[config.mk]
export PLATFORM = sky130hd
export DESIGN_NAME = pin_bridge_top
export DESIGN_NICKNAME = d
export VERILOG_FILES = /design/src/bridge_pkg.sv /design/src/uart_rx.sv /design/src/uart_tx.sv /design/src/cmd_framer.sv /design/src/cmd_exec.sv /design/src/mem_access.sv /design/src/pin_bridge_top.sv
export SDC_FILE = /design/constraint.sdc
export NUM_CORES = 1
export LEC_CHECK = 0
export BUFFER_PORTS_ARGS = -buffer_cell sky130_fd_sc_hd__buf_4
export CAP_MARGIN = 10
export CORE_MARGIN = 4
export CORE_UTILIZATION = 62
export CTS_BUF_LIST = sky130_fd_sc_hd__clkbuf_8 sky130_fd_sc_hd__clkbuf_16
export CTS_CLUSTER_DIAMETER = 150
export DETAILED_ROUTE_END_ITERATION = 8
export GPL_TIMING_DRIVEN = 1
export PLACE_DENSITY_LB_ADDON = 0.2
export SLEW_MARGIN = 20
export SYNTH_ARGS = -nofsm -noshare
export SYNTH_HDL_FRONTEND = slang
export SYNTH_HIERARCHICAL = 1
export SYNTH_SLANG_ARGS = --single-unit
export TNS_END_PERCENT = 5
[constraint.sdc]
create_clock -name sys_clk -period 7.91 [get_ports sys_clk]
set_input_delay 0.3955 -clock sys_clk [delete_from_list [all_inputs] [get_ports sys_clk]]
set_output_delay 0.3955 -clock sys_clk [all_outputs]
set_load 0.02 [all_outputs]
[src/bridge_pkg.sv]
package bridge_pkg;

  typedef logic [7:0]  byte_t;      // uart byte, register value or pin port
  typedef logic [7:0]  cmd_t;
  typedef logic [23:0] mem_addr_t;  // word address
  typedef logic [15:0] mem_data_t;
  typedef logic [63:0] pin_bus_t;   // port n in byte n

  // uart bit timing
  localparam int CLKS_PER_BIT = 8;
  localparam int BAUD_CNT_W   = $clog2(CLKS_PER_BIT);

  typedef logic [BAUD_CNT_W-1:0] baud_cnt_t;

  localparam baud_cnt_t BAUD_LAST = baud_cnt_t'(CLKS_PER_BIT - 1);
  localparam baud_cnt_t BAUD_HALF = baud_cnt_t'(CLKS_PER_BIT / 2 - 1);  // mid start bit

  // single commands
  localparam cmd_t CMD_NONE    = 8'h00;
  localparam cmd_t CMD_CLK_SET = 8'h10;
  localparam cmd_t CMD_CLK_CLR = 8'h11;
  localparam cmd_t CMD_RST_SET = 8'h12;
  localparam cmd_t CMD_RST_CLR = 8'h13;
  localparam cmd_t CMD_MEM_WR  = 8'hA0;
  localparam cmd_t CMD_MEM_RD  = 8'hA1;

  // group bases, low three bits pick the port or register
  localparam cmd_t CMD_PIN_RD  = 8'h20;
  localparam cmd_t CMD_PIN_WR  = 8'h30;
  localparam cmd_t CMD_UREG_WR = 8'h40;
  localparam cmd_t CMD_UREG_RD = 8'h50;
  localparam cmd_t CMD_PIN_REL = 8'h60;

  localparam byte_t LAT_MAX = 8'hFF;  // latency saturation

  typedef enum logic [1:0] {
    RX_IDLE, RX_START, RX_DATA, RX_STOP
  } rx_state_t;

  typedef enum logic [1:0] {
    TX_IDLE, TX_START, TX_DATA, TX_STOP
  } tx_state_t;

  typedef enum logic [1:0] {
    MEM_IDLE, MEM_WAIT_ACK, MEM_WAIT_RELEASE
  } mem_state_t;

endpackage

[src/uart_rx.sv]
`timescale 1ns/1ns

module uart_rx (
  input  logic              sys_clk,
  input  logic              sys_rst_n,
  input  logic              rxd,
  output logic              rx_valid,
  output bridge_pkg::byte_t rx_data
);

  import bridge_pkg::*;

  logic      rxd_meta;
  logic      rxd_sync;
  rx_state_t state;
  baud_cnt_t clk_cnt;
  logic [2:0] bit_idx;
  byte_t     shift;

  // two flop synchroniser, line idles high
  always_ff @(posedge sys_clk or negedge sys_rst_n) begin
    if (!sys_rst_n) begin
      rxd_meta <= 1'b1;
      rxd_sync <= 1'b1;
    end else begin
      rxd_meta <= rxd;
      rxd_sync <= rxd_meta;
    end
  end

  always_ff @(posedge sys_clk or negedge sys_rst_n) begin
    if (!sys_rst_n) begin
      state    <= RX_IDLE;
      clk_cnt  <= '0;
      bit_idx  <= '0;
      shift    <= '0;
      rx_valid <= 1'b0;
      rx_data  <= '0;
    end else begin
      rx_valid <= 1'b0;
      case (state)
        RX_IDLE: begin
          clk_cnt <= '0;
          if (!rxd_sync) state <= RX_START;
        end
        RX_START: begin
          if (clk_cnt == BAUD_HALF) begin
            clk_cnt <= '0;
            bit_idx <= '0;
            state   <= rxd_sync ? RX_IDLE : RX_DATA;  // glitch, not a start bit
          end else begin
            clk_cnt <= clk_cnt + 1'b1;
          end
        end
        RX_DATA: begin
          if (clk_cnt == BAUD_LAST) begin
            clk_cnt <= '0;
            shift   <= {rxd_sync, shift[7:1]};  // lsb first
            bit_idx <= bit_idx + 1'b1;
            if (bit_idx == 3'd7) state <= RX_STOP;
          end else begin
            clk_cnt <= clk_cnt + 1'b1;
          end
        end
        RX_STOP: begin
          if (clk_cnt == BAUD_LAST) begin
            state <= RX_IDLE;
            if (rxd_sync) begin  // bad stop bit drops the frame
              rx_valid <= 1'b1;
              rx_data  <= shift;
            end
          end else begin
            clk_cnt <= clk_cnt + 1'b1;
          end
        end
        default: state <= RX_IDLE;
      endcase
    end
  end

endmodule

[src/uart_tx.sv]
`timescale 1ns/1ns

module uart_tx (
  input  logic              sys_clk,
  input  logic              sys_rst_n,
  input  logic              tx_start,
  input  bridge_pkg::byte_t tx_data,
  output logic              txd,
  output logic              tx_busy
);

  import bridge_pkg::*;

  tx_state_t  state;
  baud_cnt_t  clk_cnt;
  logic [2:0] bit_idx;
  byte_t      shift;

  assign tx_busy = (state != TX_IDLE);  // through the end of the stop bit

  always_ff @(posedge sys_clk or negedge sys_rst_n) begin
    if (!sys_rst_n) begin
      state   <= TX_IDLE;
      clk_cnt <= '0;
      bit_idx <= '0;
      shift   <= '0;
      txd     <= 1'b1;
    end else begin
      case (state)
        TX_IDLE: begin
          txd     <= 1'b1;
          clk_cnt <= '0;
          if (tx_start) begin
            shift <= tx_data;
            txd   <= 1'b0;  // start bit
            state <= TX_START;
          end
        end
        TX_START: begin
          if (clk_cnt == BAUD_LAST) begin
            clk_cnt <= '0;
            bit_idx <= '0;
            txd     <= shift[0];
            shift   <= shift >> 1;
            state   <= TX_DATA;
          end else begin
            clk_cnt <= clk_cnt + 1'b1;
          end
        end
        TX_DATA: begin
          if (clk_cnt == BAUD_LAST) begin
            clk_cnt <= '0;
            if (bit_idx == 3'd7) begin
              txd   <= 1'b1;  // stop bit
              state <= TX_STOP;
            end else begin
              txd     <= shift[0];
              shift   <= shift >> 1;
              bit_idx <= bit_idx + 1'b1;
            end
          end else begin
            clk_cnt <= clk_cnt + 1'b1;
          end
        end
        TX_STOP: begin
          if (clk_cnt == BAUD_LAST) state <= TX_IDLE;
          else clk_cnt <= clk_cnt + 1'b1;
        end
        default: state <= TX_IDLE;
      endcase
    end
  end

endmodule

[src/cmd_framer.sv]
`timescale 1ns/1ns

module cmd_framer (
  input  logic              sys_clk,
  input  logic              sys_rst_n,
  input  logic              rx_valid,
  input  bridge_pkg::byte_t rx_data,
  input  logic              cmd_done,
  output bridge_pkg::cmd_t  cmd,
  output logic              data_valid,
  output bridge_pkg::byte_t data_byte,
  output logic              busy
);

  import bridge_pkg::*;

  logic pending;

  assign pending = (cmd != CMD_NONE);
  assign busy    = pending;  // from cmd set until it clears

  always_ff @(posedge sys_clk or negedge sys_rst_n) begin
    if (!sys_rst_n) begin
      cmd        <= CMD_NONE;
      data_valid <= 1'b0;
      data_byte  <= '0;
    end else begin
      data_valid <= 1'b0;

      // first byte after idle is the command, a 00h byte leaves it idle
      if (cmd_done) begin
        cmd <= CMD_NONE;
      end else if (rx_valid && !pending) begin
        cmd <= rx_data;
      end

      // later bytes are argument bytes for the pending command
      if (rx_valid && pending) begin
        data_valid <= 1'b1;
        data_byte  <= rx_data;
      end
    end
  end

  // a byte landing on the cmd_done cycle goes out as data with no
  // command behind it, so the executor never sees it

endmodule

[src/cmd_exec.sv]
`timescale 1ns/1ns

module cmd_exec (
  input  logic                  sys_clk,
  input  logic                  sys_rst_n,
  input  bridge_pkg::cmd_t      cmd,
  input  logic                  data_valid,
  input  bridge_pkg::byte_t     data_byte,
  output logic                  cmd_done,
  output logic                  tx_start,
  output bridge_pkg::byte_t     tx_data,
  input  logic                  tx_busy,
  input  bridge_pkg::pin_bus_t  in_pin,
  output bridge_pkg::pin_bus_t  out_pin,
  output bridge_pkg::byte_t     pin_oe,
  output logic                  out_clk,
  output logic                  out_rst,
  output logic                  mem_start,
  output logic                  mem_write,
  output bridge_pkg::mem_addr_t mem_addr_in,
  output bridge_pkg::mem_data_t mem_wdata_in,
  input  logic                  mem_finish,
  input  bridge_pkg::mem_data_t mem_rdata,
  input  bridge_pkg::byte_t     mem_cycles
);

  import bridge_pkg::*;

  byte_t      wreg [8];  // host write registers
  byte_t      rreg0;
  byte_t      rreg1;
  byte_t      rreg7;     // last access latency
  logic       mem_pending;
  logic [4:0] grp;
  logic [2:0] idx;
  logic       is_pin_rd;
  logic       is_pin_wr;
  logic       is_pin_rel;
  logic       is_ureg_wr;
  logic       is_ureg_rd;
  logic       is_mem;
  byte_t      rreg_sel;
  byte_t      reply_byte;

  assign grp = cmd[7:3];
  assign idx = cmd[2:0];

  assign is_pin_rd  = (grp == CMD_PIN_RD[7:3]);
  assign is_pin_wr  = (grp == CMD_PIN_WR[7:3]);
  assign is_pin_rel = (grp == CMD_PIN_REL[7:3]);
  assign is_ureg_wr = (grp == CMD_UREG_WR[7:3]);
  assign is_ureg_rd = (grp == CMD_UREG_RD[7:3]);
  assign is_mem     = (cmd == CMD_MEM_WR) || (cmd == CMD_MEM_RD);

  // address from wreg 4..2, data from wreg 1..0
  assign mem_addr_in  = {wreg[4], wreg[3], wreg[2]};
  assign mem_wdata_in = {wreg[1], wreg[0]};
  assign mem_write    = (cmd == CMD_MEM_WR);

  always_comb begin
    case (idx)
      3'd0:    rreg_sel = rreg0;
      3'd1:    rreg_sel = rreg1;
      3'd7:    rreg_sel = rreg7;
      default: rreg_sel = '0;  // 2 to 6 read zero
    endcase
  end

  assign reply_byte = is_pin_rd ? in_pin[{idx, 3'b000} +: 8] : rreg_sel;

  always_ff @(posedge sys_clk or negedge sys_rst_n) begin
    if (!sys_rst_n) begin
      cmd_done    <= 1'b0;
      tx_start    <= 1'b0;
      tx_data     <= '0;
      out_pin     <= '0;
      pin_oe      <= '0;
      out_clk     <= 1'b0;
      out_rst     <= 1'b0;
      mem_start   <= 1'b0;
      mem_pending <= 1'b0;
      rreg0       <= '0;
      rreg1       <= '0;
      rreg7       <= '0;
      for (int i = 0; i < 8; i++) wreg[i] <= '0;
    end else begin
      cmd_done  <= 1'b0;
      tx_start  <= 1'b0;
      mem_start <= 1'b0;

      // skip the cycle where the framer is still clearing cmd
      if (!cmd_done && cmd != CMD_NONE) begin
        if (is_mem) begin
          if (!mem_pending) begin  // issue once, then wait
            mem_start   <= 1'b1;
            mem_pending <= 1'b1;
          end else if (mem_finish) begin
            mem_pending <= 1'b0;
            rreg7       <= mem_cycles;
            cmd_done    <= 1'b1;
            if (cmd == CMD_MEM_RD) begin
              rreg0 <= mem_rdata[7:0];
              rreg1 <= mem_rdata[15:8];
            end
          end
        end else if (is_pin_rd || is_ureg_rd) begin
          if (!tx_busy) begin  // hold off while a reply is going out
            tx_start <= 1'b1;
            tx_data  <= reply_byte;
            cmd_done <= 1'b1;
          end
        end else if (is_pin_wr || is_ureg_wr) begin
          if (data_valid) begin
            if (is_pin_wr) begin
              out_pin[{idx, 3'b000} +: 8] <= data_byte;
              pin_oe[idx]                 <= 1'b1;
            end else begin
              wreg[idx] <= data_byte;
            end
            cmd_done <= 1'b1;
          end
        end else begin
          // strobes, release, and anything unknown finish at once
          case (cmd)
            CMD_CLK_SET: out_clk <= 1'b1;
            CMD_CLK_CLR: out_clk <= 1'b0;
            CMD_RST_SET: out_rst <= 1'b1;
            CMD_RST_CLR: out_rst <= 1'b0;
            default:     ;
          endcase
          if (is_pin_rel) pin_oe[idx] <= 1'b0;  // back to high-z
          cmd_done <= 1'b1;
        end
      end
    end
  end

endmodule

[src/mem_access.sv]
`timescale 1ns/1ns

module mem_access (
  input  logic                  sys_clk,
  input  logic                  sys_rst_n,
  input  logic                  mem_start,
  input  logic                  mem_write,
  input  bridge_pkg::mem_addr_t mem_addr_in,
  input  bridge_pkg::mem_data_t mem_wdata_in,
  output logic                  mem_finish,
  output bridge_pkg::mem_data_t mem_rdata,
  output bridge_pkg::byte_t     mem_cycles,
  output logic                  mem_req,
  output logic                  mem_we,
  output bridge_pkg::mem_addr_t mem_addr,
  output bridge_pkg::mem_data_t mem_wdata,
  input  logic                  mem_ack,
  input  bridge_pkg::mem_data_t mem_rdata_ext
);

  import bridge_pkg::*;

  mem_state_t state;
  byte_t      lat_cnt;
  byte_t      lat_next;

  assign lat_next = (lat_cnt == LAT_MAX) ? lat_cnt : lat_cnt + 1'b1;  // saturate

  always_ff @(posedge sys_clk or negedge sys_rst_n) begin
    if (!sys_rst_n) begin
      state      <= MEM_IDLE;
      mem_req    <= 1'b0;
      mem_we     <= 1'b0;
      mem_addr   <= '0;
      mem_wdata  <= '0;
      mem_rdata  <= '0;
      mem_cycles <= '0;
      mem_finish <= 1'b0;
      lat_cnt    <= '0;
    end else begin
      mem_finish <= 1'b0;
      case (state)
        MEM_IDLE: if (mem_start) begin
          mem_req   <= 1'b1;  // addr and data stable with req
          mem_we    <= mem_write;
          mem_addr  <= mem_addr_in;
          mem_wdata <= mem_wdata_in;
          lat_cnt   <= '0;
          state     <= MEM_WAIT_ACK;
        end
        MEM_WAIT_ACK: begin
          lat_cnt <= lat_next;
          if (mem_ack) begin
            mem_req    <= 1'b0;
            mem_rdata  <= mem_rdata_ext;
            mem_cycles <= lat_next;
            state      <= MEM_WAIT_RELEASE;
          end
        end
        MEM_WAIT_RELEASE: if (!mem_ack) begin  // memory side done
          mem_we     <= 1'b0;
          mem_finish <= 1'b1;
          state      <= MEM_IDLE;
        end
        default: state <= MEM_IDLE;
      endcase
    end
  end

endmodule

[src/pin_bridge_top.sv]
`timescale 1ns/1ns

module pin_bridge_top (
  input  logic                  sys_clk,
  input  logic                  sys_rst_n,
  input  logic                  rxd,
  output logic                  txd,
  output logic                  busy,
  input  bridge_pkg::pin_bus_t  in_pin,
  output bridge_pkg::pin_bus_t  out_pin,
  output bridge_pkg::byte_t     pin_oe,
  output logic                  out_clk,
  output logic                  out_rst,
  output logic                  mem_req,
  output logic                  mem_we,
  output bridge_pkg::mem_addr_t mem_addr,
  output bridge_pkg::mem_data_t mem_wdata,
  input  logic                  mem_ack,
  input  bridge_pkg::mem_data_t mem_rdata_ext
);

  import bridge_pkg::*;

  logic      rx_valid;
  byte_t     rx_data;
  cmd_t      cmd;
  logic      data_valid;
  byte_t     data_byte;
  logic      cmd_done;
  logic      tx_start;
  byte_t     tx_data;
  logic      tx_busy;
  logic      mem_start;
  logic      mem_write;
  mem_addr_t mem_addr_in;
  mem_data_t mem_wdata_in;
  logic      mem_finish;
  mem_data_t mem_rdata;
  byte_t     mem_cycles;

  uart_rx u_uart_rx (.sys_clk, .sys_rst_n, .rxd, .rx_valid, .rx_data);

  uart_tx u_uart_tx (.sys_clk, .sys_rst_n, .tx_start, .tx_data, .txd, .tx_busy);

  cmd_framer u_cmd_framer (
    .sys_clk, .sys_rst_n, .rx_valid, .rx_data, .cmd_done,
    .cmd, .data_valid, .data_byte, .busy
  );

  cmd_exec u_cmd_exec (
    .sys_clk, .sys_rst_n, .cmd, .data_valid, .data_byte, .cmd_done,
    .tx_start, .tx_data, .tx_busy,
    .in_pin, .out_pin, .pin_oe, .out_clk, .out_rst,
    .mem_start, .mem_write, .mem_addr_in, .mem_wdata_in,
    .mem_finish, .mem_rdata, .mem_cycles
  );

  // four-phase port to the external memory
  mem_access u_mem_access (
    .sys_clk, .sys_rst_n, .mem_start, .mem_write, .mem_addr_in, .mem_wdata_in,
    .mem_finish, .mem_rdata, .mem_cycles,
    .mem_req, .mem_we, .mem_addr, .mem_wdata, .mem_ack, .mem_rdata_ext
  );

endmodule

==> metrics.txt <==
area taken by flip-flops and latches=7210 um2; register area share after synthesis=54.7%; status=complete, no violations; library cells used by synthesis=86; Post-DP HPWL=20800 um; violation count after the first detailed-routing iteration=527; pins over their slew limit=0; filler-free cell count of the finished design=approximately 1500; power density relative to cell area=205 nW/um2; period utilisation layout=42.4%; clk buf depth=3; setup TNS=0 ps; placed insts=1433; Int Pwr=2.47 mW; Switch Pwr=0.777 mW; total number of nets in the final design=roughly 1300; total number of vias=approximately 9000; total wire length=approximately 30000 um; CTS root buf=sky130_fd_sc_hd__clkbuf_16; H-tree depth reported by CTS=1; flip-flop and latch count after synthesis=288; filler cell count in the final layout=1374; clock network power share=a little over two fifths; kind of start point of the critical path=flop; worst vdd rail ir drop=0.000238 V; wire length of the first global-routing pass=49300 um; transition time of the tightest slew-check pin=roughly 1100 ps; worst min-delay path category=primary input to flop; proportion of power drawn by flip-flops and latches=49.7%; fraction of power consumed by combinational cells=7.8%; Remaining DRCs=0; Placement Setup Slack=roughly 4600 ps; clock buffer count from CTS=29; Data required, critical path=8330 ps; number of antenna violations at the first check in global routing=0; CTS tree=built; Skew-Pair Late Insertion Delay=~550 ps; Achievable Freq=0.298 GHz; Syn-to-layout area delta=20.2%; initial standard-cell utilization of the core=63.0%; CTS clk-pin slew, worst paths=60 ps; leakage power of the design=about 8 nW; number of input and output port buffers inserted=201; share of post-route cells with drive strength above 1=43.6%; time the worst path needs with I/O delays and setup=3350 ps; first-pass detailed-route iteration total=5; overall die area=about 24000 um2; core occupancy in the finished layout=75.7%; post-synthesis cell count=1008; number of warning messages in the yosys log=6; Post-Syn Area per Cell=around 13 um2; worst-case clock skew=18.8 ps; critical path type=flop to flop; number of failing hold endpoints at the final stage=0; max-capacitance violation count=0; Relative slew margins=29.5%; count of boundary I/O pins=roughly 200; unrepaired setup endpoints after global routing=false; area of the multi-input gates=5610 um2; residual antenna-violating net count after detailed routing=0; library cell contributing the largest single delay on the critical path=sky130_fd_sc_hd__nor3b_1; setup violation total in the final timing report=0; Syn Std Cell Area=13200 um2; dominant synthesized flop cell=sky130_fd_sc_hd__dfrtp_1; cell breakdown of the critical path=buf_4, ha_1, nor3b_1, a211oi_2, o2111ai_2, mux2_2; Final GP Congestion=0.830; # clock sinks=288; combined global-route utilization of all metal layers=25.6%; share of synthesized registers carrying an async set or reset=100%; Die Y=between 150 and 200 um; number of enable flip-flop cells after synthesis=0; CP max FO=42; core region area=21000 um2; number of placement rows=53; highest cell delay on the worst timing path=590 ps; Die Width=154 um; final worst-path setup slack=roughly 4600 ps; ratio of routed vias to standard cells=around 5.9; Avg WL per Cell=approximately 21 um; net count of the mapped netlist=1114; via count of the first global-routing pass=9044; maximum number of pins on one net before global-route repair=148; remaining global-route overflow=0; Worst setup EP type=flop; Antenna Diode Count=0; number of gates resized after cts=0; arrival time of data at the critical path endpoint=3780 ps; switching fraction of total power=a little under a quarter
synth_stat cells (4+ instances only):
library cell | n | area [um2]
sky130_fd_sc_hd__a211oi_1 | 4 | 30.0
sky130_fd_sc_hd__a21boi_0 | 5 | 37.5
sky130_fd_sc_hd__a21o_1 | 5 | 37.5
sky130_fd_sc_hd__a21oi_1 | 32 | 160
sky130_fd_sc_hd__a221oi_1 | 5 | 43.8
sky130_fd_sc_hd__a22oi_1 | 10 | 75.1
sky130_fd_sc_hd__a2bb2oi_1 | 5 | 43.8
sky130_fd_sc_hd__a31o_2 | 4 | 35.0
sky130_fd_sc_hd__a31oi_1 | 6 | 37.5
sky130_fd_sc_hd__a41oi_1 | 8 | 70.1
sky130_fd_sc_hd__and2_1 | 4 | 25.0
sky130_fd_sc_hd__and3_1 | 4 | 25.0
sky130_fd_sc_hd__buf_2 | 16 | 80.1
sky130_fd_sc_hd__buf_4 | 10 | 75.1
sky130_fd_sc_hd__clkbuf_1 | 27 | 101
sky130_fd_sc_hd__dfrtp_1 | 285 | 7130
sky130_fd_sc_hd__ha_1 | 22 | 275
sky130_fd_sc_hd__inv_1 | 21 | 78.8
sky130_fd_sc_hd__mux2_2 | 201 | 2260
sky130_fd_sc_hd__mux2_4 | 16 | 240
sky130_fd_sc_hd__mux2i_1 | 17 | 170
sky130_fd_sc_hd__mux4_2 | 7 | 158
sky130_fd_sc_hd__nand2_1 | 77 | 289
sky130_fd_sc_hd__nand2b_1 | 7 | 43.8
sky130_fd_sc_hd__nand3_1 | 9 | 45.0
sky130_fd_sc_hd__nand3b_1 | 15 | 113
sky130_fd_sc_hd__nor2_1 | 33 | 124
sky130_fd_sc_hd__nor2_2 | 5 | 31.3
sky130_fd_sc_hd__nor2b_1 | 11 | 68.8
sky130_fd_sc_hd__nor3_1 | 8 | 40.0
sky130_fd_sc_hd__nor3b_1 | 4 | 30.0
sky130_fd_sc_hd__o2111ai_1 | 9 | 78.8
sky130_fd_sc_hd__o2111ai_2 | 5 | 75.1
sky130_fd_sc_hd__o21ai_0 | 17 | 85.1
sky130_fd_sc_hd__o22ai_1 | 4 | 25.0
sky130_fd_sc_hd__o2bb2ai_1 | 11 | 96.3
sky130_fd_sc_hd__or3b_2 | 4 | 35.0
sky130_fd_sc_hd__xnor2_1 | 4 | 35.0
per-stage QoR:
step / instance area [um2] / total power, mW / hold WS [ps]
after floorplan: 13200 / 1.78 / 99.9
after global placement: 14800 / 1.88 / 346
after detailed placement: 14800 / 1.89 / 354
after CTS: 15800 / 3.28 / 18.0
after global routing: 15900 / 3.39 / 32.2
final: 15900 / 3.25 / 43.6
final timing paths:
kind / slack (ps) / to / from / cells past startpoint
max: 4560 / u_cmd_exec/mem_addr_in[15] / u_cmd_framer/cmd[0] / 6
max in group asynchronous: 5940 / u_cmd_framer/cmd[0] / sys_rst_n / 4
max reg2reg: 4560 / u_cmd_exec/mem_addr_in[15] / u_cmd_framer/cmd[0] / 6
min reg2reg: 360 / u_uart_rx/rxd_sync / u_uart_rx/rxd_meta / 0
min: 40 / u_mem_access/mem_rdata[9] / mem_rdata_ext[9] / 3
min in group asynchronous: 360 / u_cmd_exec/mem_addr_in[20] / sys_rst_n / 2
critical path: cells and delay by family, from the launching register on:
kind / cells / cell delay [ps]
AOI/OAI and AO/OA: 2 / 970
adders and majority gates: 1 / 470
buffers and inverters: 1 / 440
DFF: 1 / 350
muxes: 1 / 400
and+or+nand+nor: 1 / 590
metal layers:
layer	wire [um]	global-route usage (%)
met5	0	0
met4	610	5.59
met3	1710	4.28
met2	15200	42.1
met1	13400	36.4
what timing repair did:
action	4_1_cts	5_1_grt
hold endpoints to repair	1	51
hold buffers	1	1
buffers inserted	0	0
flip-flops by register name, indices dropped and copies added, names as in the netlist, 16 cells and up, named ones only:
register                 flops
u_cmd_exec/mem_addr_in      24
u_cmd_exec/mem_wdata_in     16
u_cmd_exec/out_pin          64
u_mem_access/mem_addr       24
u_mem_access/mem_rdata      16
u_mem_access/mem_wdata      16
placed cells by master (no fill, tap or decap), drive strengths merged, types with 10 or more instances in the layout:
cell type  synthesis  layout
a21oi             33      33
a22oi             10      10
buf               30     208
clkbuf            27      34
clkinv             0      10
dfrtp            285     285
ha                22      22
inv               21      27
mux2             217     217
mux2i             17      17
nand2             78      78
nand3             10      10
nand3b            15      15
nor2              39      39
nor2b             12      12
o2111ai           14      14
o21ai             19      19
o2bb2ai           11      11
final cells by class:
class	count	area share [%]
Sequential cell	288	45.5
Multi-Input combinational cell	642	35.4
Timing Repair Buffer	210	10.2
Clock buffer	34	5.01
Tap cell	275	2.17
Clock inverter	20	1.20
Inverter	21	0.497
power by group through the flow:
| stage | Sequential (mW) | Combinational [mW] | Clock [mW] |
|---|---|---|---|
| detailed placement | 1.64 | 0.252 | 0 |
| floorplan | 1.61 | 0.176 | 0 |
| global placement | 1.64 | 0.241 | 0 |
| CTS | 1.62 | 0.253 | 1.41 |
| finish | 1.62 | 0.252 | 1.38 |
| global route | 1.63 | 0.289 | 1.47 |
cell families after synthesis:
group / count (synthesis) / share of synthesized area (%)
flip-flops: 288 / 54.7
multiplexers: 241 / 21.5
AO/OA/AOI/OAI: 160 / 9.20
AND/OR/NAND/NOR: 214 / 9.43
buffers and inverters: 78 / 2.83
XOR/XNOR: 5 / 0.332
adder cells (fa/ha/maj): 22 / 2.09
(Power assumes the default switching activity.)
